## src/common/rv_consts.svh

```systemverilog
// width, register count and data memory depth constants for the core
`ifndef RV_CONSTS_SVH
`define RV_CONSTS_SVH

// integer register and datapath width
`define RV_XLEN 32

// architectural integer registers x0 to x31
`define RV_NUM_REGS 32

// data memory depth in words
// addresses wrap at this depth
`define RV_DMEM_WORDS 256

`endif

```

## src/common/rv_ctrl_pkg.sv

```systemverilog
// datapath control types for the ALU, operand muxes and writeback select
`default_nettype none

package rv_ctrl_pkg;

	// ALU operation, numbered like the OP funct3 field
	typedef enum logic [2:0] {
		// add, or subtract when sign is set
		ALU_ADD  = 3'b000,
		ALU_SLL  = 3'b001,
		ALU_SLT  = 3'b010,
		ALU_SLTU = 3'b011,
		ALU_XOR  = 3'b100,
		// logical shift, or arithmetic when sign is set
		ALU_SRL  = 3'b101,
		ALU_OR   = 3'b110,
		ALU_AND  = 3'b111
	} alu_op_t;

	// first ALU operand source
	typedef enum logic [1:0] {
		OP1_RS1  = 2'd0,
		OP1_PC   = 2'd1,
		OP1_ZERO = 2'd2
	} op1_src_t;

	// second ALU operand source
	typedef enum logic {
		OP2_RS2 = 1'b0,
		OP2_IMM = 1'b1
	} op2_src_t;

	// register file writeback source
	typedef enum logic [1:0] {
		RD_ALU  = 2'd0,
		RD_MEM  = 2'd1,
		// pc + 4 for jumps
		RD_LINK = 2'd2
	} rd_sel_t;

endpackage

`default_nettype wire

```

## src/rtl/alu.sv

```systemverilog
// integer ALU with the eight RV32I operations and a zero flag
`default_nettype none
`include "rv_consts.svh"

module alu import rv_ctrl_pkg::*; (
	input logic [`RV_XLEN-1:0] op_a,
	input logic [`RV_XLEN-1:0] op_b,
	input alu_op_t alu_op,
	input logic sign,
	output logic [`RV_XLEN-1:0] result,
	output logic zero
);

	localparam int SHAMT_BITS = $clog2(`RV_XLEN);

	logic [SHAMT_BITS-1:0] shamt;

	// shifts only look at the low bits of the second operand
	assign shamt = op_b[SHAMT_BITS-1:0];

	always_comb
		case (alu_op)
			ALU_ADD:
				if (sign)
					result = op_a - op_b;
				else
					result = op_a + op_b;
			ALU_SLL:
				result = op_a << shamt;
			ALU_SLT:
				result = {{(`RV_XLEN-1){1'b0}}, ($signed(op_a) < $signed(op_b))};
			ALU_SLTU:
				result = {{(`RV_XLEN-1){1'b0}}, (op_a < op_b)};
			ALU_XOR:
				result = op_a ^ op_b;
			ALU_SRL:
				// arithmetic shift fills with the sign bit of op_a
				if (sign)
					result = $signed(op_a) >>> shamt;
				else
					result = op_a >> shamt;
			ALU_OR:
				result = op_a | op_b;
			ALU_AND:
				result = op_a & op_b;
			default:
				result = '0;
		endcase

	// equality for BEQ and BNE and the compare result for the other branches
	assign zero = (result == '0);

endmodule

`default_nettype wire

```

## config.mk

```make
export PLATFORM = sky130hd
export DESIGN_NAME = alu
export DESIGN_NICKNAME = d
export VERILOG_FILES = /design/src/common/rv_ctrl_pkg.sv /design/src/rtl/alu.sv
export VERILOG_INCLUDE_DIRS = /design/src /design/src/common
export SDC_FILE = /design/constraint.sdc
export NUM_CORES = 1
export LEC_CHECK = 0
export BUFFER_PORTS_ARGS = -buffer_cell sky130_fd_sc_hd__buf_2
export CAP_MARGIN = 20
export CORE_AREA = 4 4 184 186
export DETAILED_ROUTE_END_ITERATION = 10
export DIE_AREA = 0 0 188 190
export PLACE_DENSITY = 0.48
export SLEW_MARGIN = 20
export SYNTH_ARGS = -nofsm -noshare
export SYNTH_HDL_FRONTEND = slang
export SYNTH_SLANG_ARGS = --single-unit
```

## constraint.sdc

```tcl
create_clock -name vclk -period 6.8
set_input_delay 0.34 -clock vclk [all_inputs]
set_output_delay 0.34 -clock vclk [all_outputs]
set_load 0.01 [all_outputs]
```

==> results.yml <==
worst_setup_path:
  cp.arrival_ps: 5600
  cp_max_fo: 39
  end_kind: "output port"
  cp-start-kind: "primary input"
  cp.required_ps: 6460
  cp-startpoint: "op_b[2]"
  crit_type: "in2out"
finish:
  design.seq.count: 0
  multi_input_area_sq_mm: 0.00870
  area_growth_pct: 8.69
  drive_above_1_share: 0.157
  nets: 1574
  fin_area_sq_mm: 0.0104
  clkbuf_count: 0
  seqCellArea_sq_um: 0
  instances_no_fill: 1847
  antenna_cells: 0
  final_util: 0.323
  fillerInstances: 3562
placement:
  place_area_sq_mm: 0.0104
  dpl.cell_count: 1847
  gp_congestion: 1.03
  hpwl_um: 40200
  port_buffers: 101
  pre_cts_ws_ps: 1010
power:
  ir_drop_mv: 0.0298
  leakage_nw: 4.54
  p_per_area_mw_per_mm2: 91.4
  finalPower_mw: 0.954
grt:
  grt_use_total: 0.268
  grt_pass1_wl_um: 74600
  antenna_found_initial: 2
  grt_overflow: 0
  grt_max_degree: 76
  grt_pass1_vias: 11200
logic_synthesis:
  yosys.area.top_type: "ha_1"
  yosys_warnings: 0
  synth_cell_types: 80
  synthCells: 1387
  yosys.area.top_type_share: 0.126
  syn_nets: 1554
  avgSynthCellArea_sq_um: 6.93
  ys_top_cells_by_area: "ha_1, mux4_2, mux2i_1, a21oi_1, o21ai_0"
  synth.cell_area_sq_mm: 0.00961
  ys_seq_area_frac: 0
outcome:
  outcome: "finished, final reports clean"
floorplanning:
  io-pin-count: 101
  die_h_um: 190
  core_sq_mm: 0.0323
  die_x_um: 188
  rows: 66
  initial_utilization: 0.298
  design.die.area_sq_mm: 0.0357
sta:
  fmax_ghz: 0.168
  min_period_ps: 5940
  finalSetupViolCount: 0
  finalHoldViolCount: 0
  layout_setup_ws_ps: 857
  rsz0062_at_grt: "no"
  tns_ps: 0
  post-route-period-util: 0.874
  slew_headroom: 0.323
  tightest_slew_ps: 1010
  whs_ps: 1340
  finalMaxSlewViolations: 0
clock_tree:
  cts-resized-gates: 0
  hold_buffers: 0
  post_cts_buffers: 0
job:
  drv_cap: 0
route:
  via_per_inst: 6.38
  final_antenna_net_count: 0
  drtIter0Drc: 1489
  via_count: 11800
  wire_per_inst_um: 27.4
  drc_errors: 0
  wl_um: 50700
  drtPass1Iterations: 5
hold_path:
  holdCritPathClass: "in2out"
  min_from: "alu_op[0]"
  min_path_cells: 4
## power breakdown
group          switching (mW)  internal [mW]  total, mW
logic                   0.626          0.328      0.954
registers                   0              0          0
clock network               0              0          0
total                   0.626          0.328      0.954
## cell type report
class	instances	share of cell area
inverter	117	0.0421
multi-input combinational	1155	0.833
tap	442	0.0530
timing repair buffer	133	0.0719
## cell usage in the layout, fill, tap and decap left out, types with 12 or more instances in the layout
cell type	count
o211ai_1	23
a211o_1	14
xnor2_1	17
o221ai_1	14
nor2_1	111
o22ai_1	14
nand3_1	31
buf_4	34
buf_2	99
mux2_2	20
mux4_2	42
a22oi_1	19
mux2i_1	73
a31oi_1	16
nor4_1	13
o21ai_0	98
a22o_1	12
a211oi_1	33
nand2_1	129
ha_1	97
a21o_1	20
nor3_1	32
a21oi_1	107
inv_1	115
## path summary, 6_finish.rpt
check | end | slack (ps)
min | result[3] | 1340
max | zero | 860
## per-layer routing
metal	up-vias	routed length, um	track usage
li1	5268	-	-
met1	5818	22300	0.382
met2	617	22700	0.426
met3	86	4110	0.0367
met4	0	1600	0.0723
met5	-	0	0
## synth_stat cells (all sizes together), types with 10 or more instances
cell type and number:
nand2 129, o21ai 99, nor2b 11, o221ai 14, nor3 33, a21oi 107, a211o 14, a21o 20
o22ai 14, inv 117, nor2 112, nand3 31, buf 45, xnor2 17, o31ai 12, mux2 20
and2 10, mux2i 73, a211oi 33, nand2b 10, a22oi 19, or3 11, nor4 14, a31oi 16
o211ai 23, clkbuf 70, ha 97, a22o 12, mux4 46
## cell families (layout without fill, tap and decap cells)
kind of cell	Yosys count	count (layout)	synth area share
compound gates	492	492	0.348
simple gates	405	405	0.198
buf+inv	232	250	0.0965
mux	139	139	0.209
fa+ha+maj	99	99	0.130
xor+xnor	20	20	0.0182
## worst max-delay path, cell delays in order
cell	delay, ps
buf_4	430
inv_1	450
ha_1	500
nor2b_1	190
o211ai_1	200
a2111oi_0	460
buf_4	200
nor3_1	100
and2_1	210
o31ai_1	450
a22oi_1	190
o41ai_1	420
or4b_2	610
or4_1	500
nor4_2	160
buf_2	170
Note: power is estimated with default switching activity, not from simulation.
