File: config.mk
export PLATFORM = sky130hd
export DESIGN_NAME = reg_file
export DESIGN_NICKNAME = d
export VERILOG_FILES = /design/src/rtl/reg_file.sv
export VERILOG_INCLUDE_DIRS = /design/src /design/src/common
export SDC_FILE = /design/constraint.sdc
export NUM_CORES = 2
export LEC_CHECK = 0
export ABC_CLOCK_PERIOD_IN_PS = 6600
export BUFFER_PORTS_ARGS = -buffer_cell sky130_fd_sc_hd__buf_2
export CAP_MARGIN = 30
export CORE_UTILIZATION = 23
export CTS_BUF_LIST = sky130_fd_sc_hd__clkbuf_16
export CTS_CLUSTER_DIAMETER = 200
export DETAILED_ROUTE_END_ITERATION = 8
export MAX_ROUTING_LAYER = met4
export PLACE_DENSITY = 0.44
export RECOVER_POWER = 100
export SYNTH_ARGS = -nofsm -noshare
export SYNTH_HDL_FRONTEND = slang
export SYNTH_SLANG_ARGS = --single-unit
File: constraint.sdc
create_clock -name clk -period 6.6 [get_ports clk]
set_input_delay 1.65 -clock clk [delete_from_list [all_inputs] [get_ports clk]]
set_output_delay 1.65 -clock clk [all_outputs]
set_load 0.01 [all_outputs]
File: src/common/rv_consts.svh
// width, register count and data memory depth constants for the core
`ifndef RV_CONSTS_SVH
`define RV_CONSTS_SVH

// integer register and datapath width
`define RV_XLEN 32

// architectural integer registers x0 to x31
`define RV_NUM_REGS 32

// data memory depth in words
// addresses wrap at this depth
`define RV_DMEM_WORDS 256

`endif

File: src/rtl/reg_file.sv
// integer register file with two read ports, one write port and x0 tied to zero
`default_nettype none
`include "rv_consts.svh"

module reg_file (
	input logic clk,
	input logic rst,
	input logic [$clog2(`RV_NUM_REGS)-1:0] rs1,
	input logic [$clog2(`RV_NUM_REGS)-1:0] rs2,
	output logic [`RV_XLEN-1:0] rs1_data,
	output logic [`RV_XLEN-1:0] rs2_data,
	input logic [$clog2(`RV_NUM_REGS)-1:0] rd,
	input logic [`RV_XLEN-1:0] rd_data,
	input logic we
);

	logic [`RV_XLEN-1:0] regs [`RV_NUM_REGS];

	// reads are combinational so an instruction sees the state before its own write
	assign rs1_data = regs[rs1];
	assign rs2_data = regs[rs2];

	// x0 is cleared by reset and never written after
	always_ff @(posedge clk)
		if (rst)
		begin
			for (int i = 0; i < `RV_NUM_REGS; i++)
				regs[i] <= '0;
		end
		else if (we && rd != '0)
		begin
			regs[rd] <= rd_data;
		end

	// x0 must read back as zero on both ports for the whole run
	assert property (@(posedge clk) disable iff (rst)
		(rs1 == '0) |-> (rs1_data == '0))
	else $error("x0 read nonzero on port 1");

	assert property (@(posedge clk) disable iff (rst)
		(rs2 == '0) |-> (rs2_data == '0))
	else $error("x0 read nonzero on port 2");

endmodule

`default_nettype wire

==> flow_metrics.py <==
metrics = {
    "synthesis": {
        "synth_top_area_frac": 0.550,
        "syn_avg_cell_area_um2": 12.1,
        "synth_warnings": 0,
        "synth_cell_type_count": 29,
        "synth_largest_area_cell": "edfxtp_1",
        "synth_edf_count": 1024,
        "postSynthCellCount": 4605,
        "synth-main-ff-cell": "edfxtp_1",
        "synth-async-reset-ratio": 0,
        "yosysSeqAreaShare": 0.550,
        "synthTopCellsByArea": "edfxtp_1 55%, mux2i_1 18%, and2_1 11%, a22oi_1 2.6%, a22o_1 2.0%",
        "ys_ff_latch": 1024,
        "synth_area_um2": 55900,
    },
    "sta": {
        "rsz0062_at_grt": "no",
        "fmax_ghz": 0.163,
        "worst_pin_slew_ns": 4.13,
        "fin_crit_sh": 0.928,
        "slew_headroom": -1.75,
        "slew_violations": 1669,
        "setup_viol": 0,
        "hold_violations": 0,
        "finalSetupTns_ns": 0,
        "fin_crit_ns": 6.13,
    },
    "die": {
        "dieArea_um2": 245000,
        "initial_core_util": 0.232,
        "io-pin-count": 114,
        "die_w_um": 495,
        "rows": 180,
        "core_area_um2": 241000,
        "die_y_um": 495,
    },
    "min_path": {
        "worstHoldPathType": "input port to flip-flop",
    },
    "pwr": {
        "seq_power_share": 0.478,
        "power_leakage_uw": 0.0237,
        "p_sw_uw": 4460,
        "internal_power_uw": 11700,
        "power_frac_comb": 0.122,
        "netSwitchingFraction": 0.277,
        "clkPwrFrac": 0.400,
        "vdd_drop_max_uv": 216,
        "power_density_nw_per_um2": 252,
    },
    "grt": {
        "antenna_found_initial": 38,
        "grt.overflow.total": 0,
        "gr-usage-all-layers": 0.191,
        "grt_pass1_wl_um": 318000,
        "grt_pass1_vias": 38500,
        "grt_max_degree": 85,
    },
    "critical_path": {
        "endpoint_kind": "primary output",
        "crit_path_start_kind": "input port",
        "crit_start": "rs2[2]",
        "cp-endpoint": "rs2_data[1]",
        "worst-endpoint-required_ns": 4.95,
        "crit_arrival_ns": 4.48,
        "worst-path-max-fanout": 15,
        "path_class": "input port to primary output",
    },
    "place": {
        "gp_congestion": 0.787,
        "dp_hpwl_um": 135000,
        "dp.cells": 7675,
        "io_buffers": 113,
    },
    "routing": {
        "dr.pass1.iters": 5,
        "drtIter0Drc": 3098,
        "vias_per_cell": 4.85,
        "antenna_left": 0,
        "route.detailed.drc": 0,
        "wire_per_inst_um": 29.4,
        "vias": 38500,
        "wl_um": 233000,
    },
    "job": {
        "cap_viol_max_count": 68,
    },
    "clock_network": {
        "hold_buffers": 0,
        "cts_tree": "done",
        "clk_pin_slew_ns": 0.06,
        "cts_resized": 0,
        "root_buffer": "clkbuf_16",
        "clk_path_buf_depth": 3,
        "cts_buffers": 120,
        "htree_levels": 3,
        "cts_setup_buffers": 0,
        "clkSinkCount": 1024,
    },
    "finish": {
        "nFillCells": 24800,
        "largest_reg_flops": 1024,
        "fin_nets": 4663,
        "reg_top3": "regs: 1024 flops",
        "fin_cells": 7924,
        "syn_to_final_growth_pct": 14.8,
        "top_register": "regs",
        "final_cell_mix": "1024 x mux2i_1, 1024 x edfxtp_1, 568 x and2_1",
        "final_layout_size_suffix_gt1_frac": 0.0866,
    },
    "run_status": {
        "status": "finished, violations left",
        "violations": "max-capacitance violations, max-slew violations",
    },
}
power by group through the flow:
stage / sequential (uW) / clock (uW) / combinational (uW)
2_1_floorplan: 7770 / 0 / 1140
3_3_place_gp: 7820 / 0 / 2000
3_5_place_dp: 7830 / 0 / 2020
4_1_cts: 7700 / 6550 / 2030
5_1_grt: 7750 / 6770 / 2090
6_report: 7710 / 6450 / 1980
per-stage QoR:
step	hold WS, ns	instance area [um^2]	setup WS [ns]	util	total power [uW]
floorplan	1.85	56000	2.10	-	8920
global placement	2.28	60500	0.941	0.251	9820
detailed placement	2.19	60900	0.927	0.253	9850
CTS	1.36	64600	0.911	0.268	16300
global route	1.50	64100	0.460	0.266	16600
finish	1.49	64200	0.472	0.266	16100
critical path, cell delays in order:
cell	delay [ns]
buf_2	0.15
nor2b_2	1.28
buf_12	0.28
a22o_1	0.14
nor3_1	0.05
a31oi_1	0.45
nand3_1	0.25
clkbuf_1	0.19
area by class of cell:
class,count,area [um^2],share of cell area
antenna,26,65.1,0.00101
clock buffer,121,3030,0.0472
clock inverter,101,653,0.0102
multi-input combinational,3166,23300,0.363
sequential,1024,30700,0.479
tap,3185,3990,0.0621
timing repair buffer,301,2380,0.0372
routing by layer:
metal | global-route usage | part of all wire
met5 | - | 0
met4 | 0.0482 | 0.024
met3 | 0.0229 | 0.054
met2 | 0.317 | 0.48
met1 | 0.246 | 0.44
kinds of logic after synthesis:
group | count (synthesis) | share of synthesized area
AND/OR/NAND/NOR | 1534 | 0.157
multiplexers | 1024 | 0.183
flip-flops | 1024 | 0.550
AO/OA/AOI/OAI | 576 | 0.0702
buffers and inverters | 446 | 0.0390
other | 1 | 0.0000671
how the worst min path moves through the flow:
stage                startpoint           end  slack (ns)  cells after the start
global placement     rd_data[2]   regs[11][2]        2.28                      2
global route        rd_data[12]   regs[8][12]        1.50                      2
finish              rd_data[12]  regs[27][12]        1.49                      2
floorplan           rd_data[31]   regs[1][31]        1.85                      1
CTS                         rst    regs[0][0]        1.36                      2
detailed placement          rst    regs[0][0]        2.19                      2
cell usage after synthesis, types with 2 or more instances:
master    number
a21oi_1      192
a22o_1       128
a22oi_1      192
a31oi_1       64
and2_1       994
buf_1         24
buf_2        113
buf_4         63
buf_6         12
clkbuf_1     218
clkbuf_2       9
clkbuf_4       7
edfxtp_1    1024
mux2i_1     1024
nand2_1      196
nand2b_1       5
nand3_1      193
nand3b_1       3
nor2_1        21
nor2_2         7
nor2_4         7
nor2b_1        5
nor3_1        64
or2_2         33
or3_1          2
or3b_4         2
No activity file was read; power rests on OpenSTA's default activity.
