File: config.mk
export PLATFORM = sky130hd
export DESIGN_NAME = instruction_decode
export DESIGN_NICKNAME = d
export VERILOG_FILES = /design/src/common/rv_isa_pkg.sv /design/src/common/rv_ctrl_pkg.sv /design/src/decode/immediate_decode.sv
export VERILOG_INCLUDE_DIRS = /design/src /design/src/common
export SDC_FILE = /design/constraint.sdc
export NUM_CORES = 1
export LEC_CHECK = 0
export ABC_AREA = 1
export BUFFER_PORTS_ARGS = -buffer_cell sky130_fd_sc_hd__buf_2
export CAP_MARGIN = 10
export CORE_ASPECT_RATIO = 1.75
export CORE_UTILIZATION = 45
export DETAILED_ROUTE_END_ITERATION = 7
export PLACE_DENSITY = 0.9
export SETUP_SLACK_MARGIN = 0.02
export SLEW_MARGIN = 10
export SYNTH_ARGS = -nofsm -noshare
export SYNTH_HDL_FRONTEND = slang
export SYNTH_SLANG_ARGS = --single-unit
File: constraint.sdc
create_clock -name vclk -period 2.05
set_clock_uncertainty 0.1 [all_clocks]
set_input_delay 0.41 -clock vclk [all_inputs]
set_output_delay 0.41 -clock vclk [all_outputs]
set_load 0.01 [all_outputs]
File: src/common/rv_consts.svh
// width, register count and data memory depth constants for the core
`ifndef RV_CONSTS_SVH
`define RV_CONSTS_SVH

// integer register and datapath width
`define RV_XLEN 32

// architectural integer registers x0 to x31
`define RV_NUM_REGS 32

// data memory depth in words
// addresses wrap at this depth
`define RV_DMEM_WORDS 256

`endif

File: src/common/rv_isa_pkg.sv
// instruction set encodings for the major opcodes and the branch funct3 field
`default_nettype none

package rv_isa_pkg;

	// RV32I major opcodes in instruction bits 6 to 0
	typedef enum logic [6:0] {
		// register register arithmetic
		OPC_OP     = 7'b0110011,
		// register immediate arithmetic
		OPC_OP_IMM = 7'b0010011,
		// word load
		OPC_LOAD   = 7'b0000011,
		// word store
		OPC_STORE  = 7'b0100011,
		// conditional branches
		OPC_BRANCH = 7'b1100011,
		// jump and link relative to pc
		OPC_JAL    = 7'b1101111,
		// jump and link relative to rs1
		OPC_JALR   = 7'b1100111,
		// load upper immediate
		OPC_LUI    = 7'b0110111,
		// add upper immediate to pc
		OPC_AUIPC  = 7'b0010111
	} opcode_t;

	// funct3 values of the conditional branches
	typedef enum logic [2:0] {
		BR_BEQ  = 3'b000,
		BR_BNE  = 3'b001,
		// signed compares
		BR_BLT  = 3'b100,
		BR_BGE  = 3'b101,
		// unsigned compares
		BR_BLTU = 3'b110,
		BR_BGEU = 3'b111
	} branch_funct3_t;

endpackage

`default_nettype wire

File: src/common/rv_ctrl_pkg.sv
// datapath control types for the ALU, operand muxes and writeback select
`default_nettype none

package rv_ctrl_pkg;

	// ALU operation, numbered like the OP funct3 field
	typedef enum logic [2:0] {
		// add, or subtract when sign is set
		ALU_ADD  = 3'b000,
		ALU_SLL  = 3'b001,
		ALU_SLT  = 3'b010,
		ALU_SLTU = 3'b011,
		ALU_XOR  = 3'b100,
		// logical shift, or arithmetic when sign is set
		ALU_SRL  = 3'b101,
		ALU_OR   = 3'b110,
		ALU_AND  = 3'b111
	} alu_op_t;

	// first ALU operand source
	typedef enum logic [1:0] {
		OP1_RS1  = 2'd0,
		OP1_PC   = 2'd1,
		OP1_ZERO = 2'd2
	} op1_src_t;

	// second ALU operand source
	typedef enum logic {
		OP2_RS2 = 1'b0,
		OP2_IMM = 1'b1
	} op2_src_t;

	// register file writeback source
	typedef enum logic [1:0] {
		RD_ALU  = 2'd0,
		RD_MEM  = 2'd1,
		// pc + 4 for jumps
		RD_LINK = 2'd2
	} rd_sel_t;

endpackage

`default_nettype wire

File: src/decode/immediate_decode.sv
// immediate, branch, ALU control and top level instruction decoders
`default_nettype none
`include "rv_consts.svh"

module immediate_decode import rv_isa_pkg::*; (
	input logic [31:0] instruction,
	output logic [`RV_XLEN-1:0] immediate
);

	opcode_t opcode;

	assign opcode = opcode_t'(instruction[6:0]);

	// bit 31 is the sign bit of every immediate format
	always_comb
		case (opcode)
			// I type
			OPC_OP_IMM, OPC_LOAD, OPC_JALR:
				immediate = {{(`RV_XLEN-12){instruction[31]}}, instruction[31:20]};
			// S type, split around rd
			OPC_STORE:
				immediate = {{(`RV_XLEN-12){instruction[31]}},
					instruction[31:25], instruction[11:7]};
			// B type, offset in halfwords
			OPC_BRANCH:
				immediate = {{(`RV_XLEN-13){instruction[31]}},
					instruction[31], instruction[7],
					instruction[30:25], instruction[11:8], 1'b0};
			// J type, offset in halfwords
			OPC_JAL:
				immediate = {{(`RV_XLEN-21){instruction[31]}},
					instruction[31], instruction[19:12],
					instruction[20], instruction[30:21], 1'b0};
			// U type, upper 20 bits
			OPC_LUI, OPC_AUIPC:
				immediate = {instruction[31:12], 12'b0};
			// no immediate for OP or unknown opcodes
			default:
				immediate = '0;
		endcase

endmodule

module branch_decode import rv_isa_pkg::*; (
	input opcode_t opcode,
	input logic [2:0] funct3,
	output logic jump,
	output logic branch,
	output logic branch_if_zero,
	output logic branch_base
);

	// JAL and JALR always redirect
	assign jump = (opcode == OPC_JAL) || (opcode == OPC_JALR);
	assign branch = (opcode == OPC_BRANCH);

	// BEQ takes on an equal subtract, BGE and BGEU on a clear less-than
	always_comb
		case (branch_funct3_t'(funct3))
			BR_BEQ, BR_BGE, BR_BGEU:
				branch_if_zero = 1'b1;
			default:
				branch_if_zero = 1'b0;
		endcase

	// only JALR targets rs1
	assign branch_base = (opcode == OPC_JALR);

endmodule

module alu_decode import rv_isa_pkg::*, rv_ctrl_pkg::*; (
	input logic [31:0] instruction,
	output alu_op_t alu_op,
	output logic sign,
	output op1_src_t op1_src,
	output op2_src_t op2_src
);

	opcode_t opcode;
	logic [2:0] funct3;

	assign opcode = opcode_t'(instruction[6:0]);
	assign funct3 = instruction[14:12];

	always_comb
	begin
		alu_op = ALU_ADD;
		sign = 1'b0;
		if (opcode == OPC_BRANCH)
		begin
			case (branch_funct3_t'(funct3))
				// equality through the subtract zero flag
				BR_BEQ, BR_BNE:
				begin
					alu_op = ALU_ADD;
					sign = 1'b1;
				end
				BR_BLT, BR_BGE:
					alu_op = ALU_SLT;
				BR_BLTU, BR_BGEU:
					alu_op = ALU_SLTU;
				default:
					alu_op = ALU_ADD;
			endcase
		end
		else if (opcode == OPC_OP)
		begin
			alu_op = alu_op_t'(funct3);
			// SUB and SRA
			sign = instruction[30];
		end
		else if (opcode == OPC_OP_IMM)
		begin
			alu_op = alu_op_t'(funct3);
			// bit 30 is only a control bit for the shifts, SRAI
			if (funct3 == ALU_SRL || funct3 == ALU_SLL)
				sign = instruction[30];
		end
		// upper immediates and address generation stay on the adder
	end

	// pc for AUIPC, zero so LUI passes the immediate through
	always_comb
		case (opcode)
			OPC_LUI:
				op1_src = OP1_ZERO;
			OPC_AUIPC:
				op1_src = OP1_PC;
			default:
				op1_src = OP1_RS1;
		endcase

	always_comb
		case (opcode)
			OPC_OP_IMM, OPC_LOAD, OPC_STORE, OPC_JALR, OPC_LUI, OPC_AUIPC:
				op2_src = OP2_IMM;
			// OP and branch compares use rs2
			default:
				op2_src = OP2_RS2;
		endcase

endmodule

module instruction_decode import rv_isa_pkg::*, rv_ctrl_pkg::*; (
	input logic [31:0] instruction,
	output logic [4:0] rs1,
	output logic [4:0] rs2,
	output logic [4:0] rd,
	output logic [`RV_XLEN-1:0] immediate,
	output op1_src_t op1_src,
	output op2_src_t op2_src,
	output rd_sel_t rd_select,
	output alu_op_t alu_op,
	output logic sign,
	output logic branch,
	output logic branch_if_zero,
	output logic jump,
	output logic branch_base,
	output logic rf_write_en,
	output logic mem_write_en
);

	opcode_t opcode;
	logic [2:0] funct3;

	assign opcode = opcode_t'(instruction[6:0]);
	assign funct3 = instruction[14:12];

	// register fields sit at fixed positions in every format
	assign rs1 = instruction[19:15];
	assign rs2 = instruction[24:20];
	assign rd = instruction[11:7];

	branch_decode u_branch_decode (
		.opcode(opcode),
		.funct3(funct3),
		.jump(jump),
		.branch(branch),
		.branch_if_zero(branch_if_zero),
		.branch_base(branch_base)
	);

	immediate_decode u_immediate_decode (
		.instruction(instruction),
		.immediate(immediate)
	);

	alu_decode u_alu_decode (
		.instruction(instruction),
		.alu_op(alu_op),
		.sign(sign),
		.op1_src(op1_src),
		.op2_src(op2_src)
	);

	// writeback source, don't care when rd is not written
	always_comb
		case (opcode)
			OPC_LOAD:
				rd_select = RD_MEM;
			OPC_JAL, OPC_JALR:
				rd_select = RD_LINK;
			default:
				rd_select = RD_ALU;
		endcase

	// stores, branches and unknown opcodes leave the register file alone
	always_comb
		case (opcode)
			OPC_OP, OPC_OP_IMM, OPC_LOAD, OPC_JAL, OPC_JALR, OPC_LUI, OPC_AUIPC:
				rf_write_en = 1'b1;
			default:
				rf_write_en = 1'b0;
		endcase

	assign mem_write_en = (opcode == OPC_STORE);

	// an instruction writes at most one of the two state arrays
	always_comb
	begin
		assert final (!(rf_write_en && mem_write_en))
		else $error("decode enabled both register and memory write");
	end

endmodule

`default_nettype wire

==> results of run 1 <==
[power groups by stage]
stage | registers, W | logic [W] | clock network, W
after floorplan | 0 | 0.000105 | 0
after global placement | 0 | 0.000190 | 0
after detailed placement | 0 | 0.000196 | 0
after CTS | 0 | 0.000202 | 0
after global routing | 0 | 0.000281 | 0
final | 0 | 0.000268 | 0
[cell type report]
cell class                 instances  area (µm²)
fill                             139         382
inverter                          22        92.6
multi-input combinational        214        1070
tap                               26        32.5
timing repair buffer             130         912
[critical path, delay by kind of cell]
| kind | cells | cell delay [ns] |
|---|---|---|
| buf+inv | 5 | 0.56 |
| simple gates | 6 | 0.67 |
[path summary, 6_finish.rpt]
check / cells after the start / slack [ns] / endpoint
worst max-delay path: 11 / -0.11 / immediate[25]
worst min-delay path: 2 / 0.92 / rd[1]
[stage by stage]
step	utilization	setup WS, ns	power [W]
final	0.847	-0.109	0.000268
after global routing	0.847	-0.121	0.000281
after CTS	0.694	0.0113	0.000202
after detailed placement	0.678	-0.0581	0.000196
after global placement	0.678	-0.00613	0.000190
after floorplan	-	0.265	0.000105
[cell usage after synthesis, drive strengths merged]
cell / n / area share
o22ai: 1 / 0.0052
nand3: 56 / 0.24
nor2: 52 / 0.18
inv: 22 / 0.069
nand2: 98 / 0.31
o21ai: 4 / 0.017
nor3: 2 / 0.0084
buf: 30 / 0.17
o211ai: 1 / 0.0063
[logic make-up after synthesis]
family | after synthesis | synth area share
AOI/OAI and AO/OA | 6 | 0.0283
and+or+nand+nor | 208 | 0.737
buffers and inverters | 52 | 0.235
[metal layers]
metal	track usage	vias up	wire, µm
li1	-	1020	-
met3	0.0317	74	655
met1	0.369	975	1920
met2	0.521	233	3110
met4	0.156	0	658
met5	0	-	0
[what timing repair did]
action | 4_1_cts | 5_1_grt
pin swaps | 1 | 27
endpoints found under the setup margin | 30 | 35
cloned | 0 | 6
setup buffers | 2 | 3
gates resized for setup | 4 | 80
==> results.sh, run 1 <==
export IMPL_status="finished, violations left"
export IMPL_violations="setup timing"
export IMPL_postSynthAreaPerCell_um2=4.48
export IMPL_clock_buffers=0
export IMPL_finalCritPeriodShare=1.05
export IMPL_required_ns=1.54
export IMPL_antenna_cells=0
export IMPL_power_frac_seq=0
export IMPL_max_stage_delay_ns=0.18
export IMPL_p_clk_frac=0
export IMPL_viasPerCell=5.87
export IMPL_report_final_slew_viol_count=0
export IMPL_syn_inst=266
export IMPL_dr_pass1_iters=5
export IMPL_die_area_um2=2870
export IMPL_arrival_ns=1.65
export IMPL_setup_worst_path_start="instruction[3]"
export IMPL_syn_nets=298
export IMPL_wl_mm=6.35
export IMPL_leakage_nw=1.48
export IMPL_min_period_ns=2.16
export IMPL_ctsHoldBuffers=0
export IMPL_fin_nets=400
export IMPL_maxCapViolCount=0
export IMPL_gp_congestion=0.871
export IMPL_setup_violations=32
export IMPL_ys_warn_count=0
export IMPL_grt_pass1_wl_mm=6.91
export IMPL_rsz0062_at_grt="true"
export IMPL_dieWidth_um=40.9
export IMPL_drt_iter0_drc=225
export IMPL_antenna_found_initial=0
export IMPL_p_switching_w=0.000157
export IMPL_hold_path_class="input pin to output port"
export IMPL_worstMarginPinSlew_ns=0.293
export IMPL_hold_violations=0
export IMPL_slowest_stage="nor2_4"
export IMPL_relSlewSlack=0.804
export IMPL_rows=24
export IMPL_drc=0
export IMPL_start_util=0.478
export IMPL_hp_start="instruction[8]"
export IMPL_ys_seq_area_frac=0
export IMPL_place_inst=381
export IMPL_io_buffers=94
export IMPL_crit_path_end_kind="output port"
export IMPL_vias=2302
export IMPL_ant_nets=0
export IMPL_powerDensity_nw_per_um2=127
export IMPL_setup_ws_ns=-0.109
export IMPL_worst_hold_slack_ns=0.923
export IMPL_grt_use_total=0.316
export IMPL_ir_worst_vdd_mv=0.0915
export IMPL_regArea_um2=0
export IMPL_wl_per_cell_um=16.2
export IMPL_post_dp_hpwl_mm=3.44
export IMPL_core_area_um2=2490
export IMPL_final_common_cell="buf_2"
export IMPL_post_dp_cell_area_um2=1690
export IMPL_areaGrowthSynthToFinish_pct=77.0
export IMPL_crit_chain="buf_6 > inv_4 > buf_6 > nand2_4 > nor2_4 > nand2_2 > nand3_4 > nand2_4 > clkbuf_16 > nand2_1 > buf_2"
export IMPL_syn_cell_area_um2=1190
export IMPL_switching_share=0.587
export IMPL_stdcell_count=392
export IMPL_combinationalPowerShare=1.000
export IMPL_fp_dieH_um=70.1
export IMPL_drive_gt1_frac=0.473
export IMPL_stdcell_area_um2=2110
export IMPL_io_pins=94
export IMPL_setup_tns_ns=-1.53
export IMPL_p_int_w=0.000111
export IMPL_cp_start_kind="input pin"
export IMPL_grt_overflow=0
export IMPL_synthDistinctLibCells=16
export IMPL_grt_pass1_vias=1712
export IMPL_critical_path_max_fanout=6
export IMPL_crit_type="input pin to output port"
export IMPL_grt_max_degree=21
export IMPL_fmax_mhz=463
export IMPL_n_sequential_cell=0
export IMPL_layout_common_cells="buf_2, nand2_1, nand3_1, nor2_1, buf_6"
Power figures use the tool's default switching activity.
==> run 2, diff against run 1 <==
--- a/config.mk
+++ b/config.mk
@@ -13,7 +13,6 @@
 export CORE_UTILIZATION = 45
 export DETAILED_ROUTE_END_ITERATION = 7
 export PLACE_DENSITY = 0.9
-export SETUP_SLACK_MARGIN = 0.02
 export SLEW_MARGIN = 10
 export SYNTH_ARGS = -nofsm -noshare
 export SYNTH_HDL_FRONTEND = slang
==> results.sh, run 2 (synthesis results as in run 1) <==
export IMPL_grt_max_degree=21
export IMPL_relSlewSlack=0.806
export IMPL_maxCapViolCount=0
export IMPL_setup_violations=32
export IMPL_stdcell_count=392
export IMPL_required_ns=1.54
export IMPL_setup_tns_ns=-3.94
export IMPL_arrival_ns=1.72
export IMPL_fp_dieH_um=70.1
export IMPL_final_common_cell="buf_2"
export IMPL_place_inst=381
export IMPL_max_stage_delay_ns=0.19
export IMPL_clock_buffers=0
export IMPL_power_frac_seq=0
export IMPL_crit_chain="buf_2 > inv_2 > nand2_2 > nor2_2 > nand2_1 > nand3_4 > nand2_4 > clkbuf_16 > nand2_4 > buf_6"
export IMPL_post_dp_hpwl_mm=3.44
export IMPL_path_buf_inv=4
export IMPL_layout_common_cells="buf_2, nand2_1, nand3_1, nor2_1, buf_6"
export IMPL_antenna_cells=0
export IMPL_crit_top_cell="nand2_4"
export IMPL_wl_per_cell_um=19.1
export IMPL_slowest_stage="clkbuf_16"
export IMPL_powerDensity_nw_per_um2=126
export IMPL_grt_use_total=0.308
export IMPL_p_switching_w=0.000166
export IMPL_finalCritPeriodShare=1.09
export IMPL_worst_hold_slack_ns=0.923
export IMPL_drt_iter0_drc=247
export IMPL_gp_congestion=0.871
export IMPL_core_area_um2=2490
export IMPL_regArea_um2=0
export IMPL_hold_violations=0
export IMPL_drc=0
export IMPL_hold_depth=2
export IMPL_io_pins=94
export IMPL_status="finished, violations left"
export IMPL_vias=2482
export IMPL_ant_nets=0
export IMPL_leakage_nw=1.50
export IMPL_ctsHoldBuffers=0
export IMPL_start_util=0.478
export IMPL_critical_path_top_delay_family="simple AND/OR/NAND/NOR gates"
export IMPL_hp_start="instruction[8]"
export IMPL_switching_share=0.590
export IMPL_combinationalPowerShare=1.000
export IMPL_p_clk_frac=0
export IMPL_wl_mm=7.48
export IMPL_io_buffers=94
export IMPL_violations="setup timing"
export IMPL_setup_ws_ns=-0.176
export IMPL_critical_path_max_fanout=6
export IMPL_grt_overflow=0
export IMPL_crit_path_end_kind="output port"
export IMPL_n_sequential_cell=0
export IMPL_cp_start_kind="input pin"
export IMPL_dieWidth_um=40.9
export IMPL_fmax_mhz=449
export IMPL_hold_path_class="input pin to output port"
export IMPL_min_period_ns=2.23
export IMPL_grt_pass1_vias=1660
export IMPL_report_final_slew_viol_count=0
export IMPL_antenna_found_initial=0
export IMPL_fin_nets=400
export IMPL_areaGrowthSynthToFinish_pct=87.0
export IMPL_rows=24
export IMPL_ir_worst_vdd_mv=0.104
export IMPL_viasPerCell=6.33
export IMPL_die_area_um2=2870
export IMPL_grt_pass1_wl_mm=6.75
export IMPL_crit_type="input pin to output port"
export IMPL_whs_endpoint="rd[1]"
export IMPL_dr_pass1_iters=6
export IMPL_p_int_w=0.000115
export IMPL_rsz0062_at_grt="true"
export IMPL_drive_gt1_frac=0.500
export IMPL_worstMarginPinSlew_ns=0.289
[run 2: cell counts in the layout (fill, tap and decap cells not counted)]
Identical to the previous run, type by type.
[run 2: worst max-delay path by stage]
stage | start | endpoint | slack [ns] | depth (start not counted)
6_report | instruction[5] | immediate[20] | -0.18 | 10
5_1_grt | instruction[2] | immediate[20] | -0.21 | 10
4_1_cts | instruction[4] | immediate[12] | -0.009 | 10
3_5_place_dp | instruction[3] | immediate[12] | -0.06 | 11
3_3_place_gp | instruction[3] | immediate[26] | -0.006 | 11
2_1_floorplan | instruction[1] | sign | 0.26 | 6
[run 2: what timing repair did]
| item | in CTS | in global routing |
|---|---|---|
| endpoints found under the hold margin | 0 | 0 |
| gates resized for setup | 3 | 109 |
| buffers inserted | 0 | 6 |
| cloned | 0 | 5 |
| endpoints found under the setup margin | 25 | 33 |
| pin swaps | 0 | 24 |
[run 2: power by group through the flow]
stage               clock network [W]  registers, W  logic (W)
global route                        0             0   0.000293
finish                              0             0   0.000281
floorplan                           0             0   0.000105
detailed placement                  0             0   0.000196
CTS                                 0             0   0.000197
global placement                    0             0   0.000190
[run 2: layer usage]
metal | part of all wire | GRT usage | vias to the layer above
met3 | 0.12 | 0.0159 | 90
li1 | - | - | 1021
met5 | 0 | 0 | -
met1 | 0.31 | 0.363 | 1087
met4 | 0.10 | 0.122 | 0
met2 | 0.47 | 0.526 | 284
[run 2: area by class of cell]
type | instances | area [µm²]
timing repair buffer | 130 | 963
fill | 125 | 263
multi-input combinational | 214 | 1140
tap | 26 | 32.5
inverter | 22 | 92.6
[run 2: through the flow]
stage | utilization | instance area (µm²) | power, W | worst slack [ns]
global route | 0.895 | 2230 | 0.000293 | -0.206
detailed placement | 0.678 | 1690 | 0.000196 | -0.0581
CTS | 0.681 | 1700 | 0.000197 | -0.00941
finish | 0.895 | 2230 | 0.000281 | -0.176
floorplan | - | 1190 | 0.000105 | 0.265
global placement | 0.678 | 1690 | 0.000190 | -0.00613
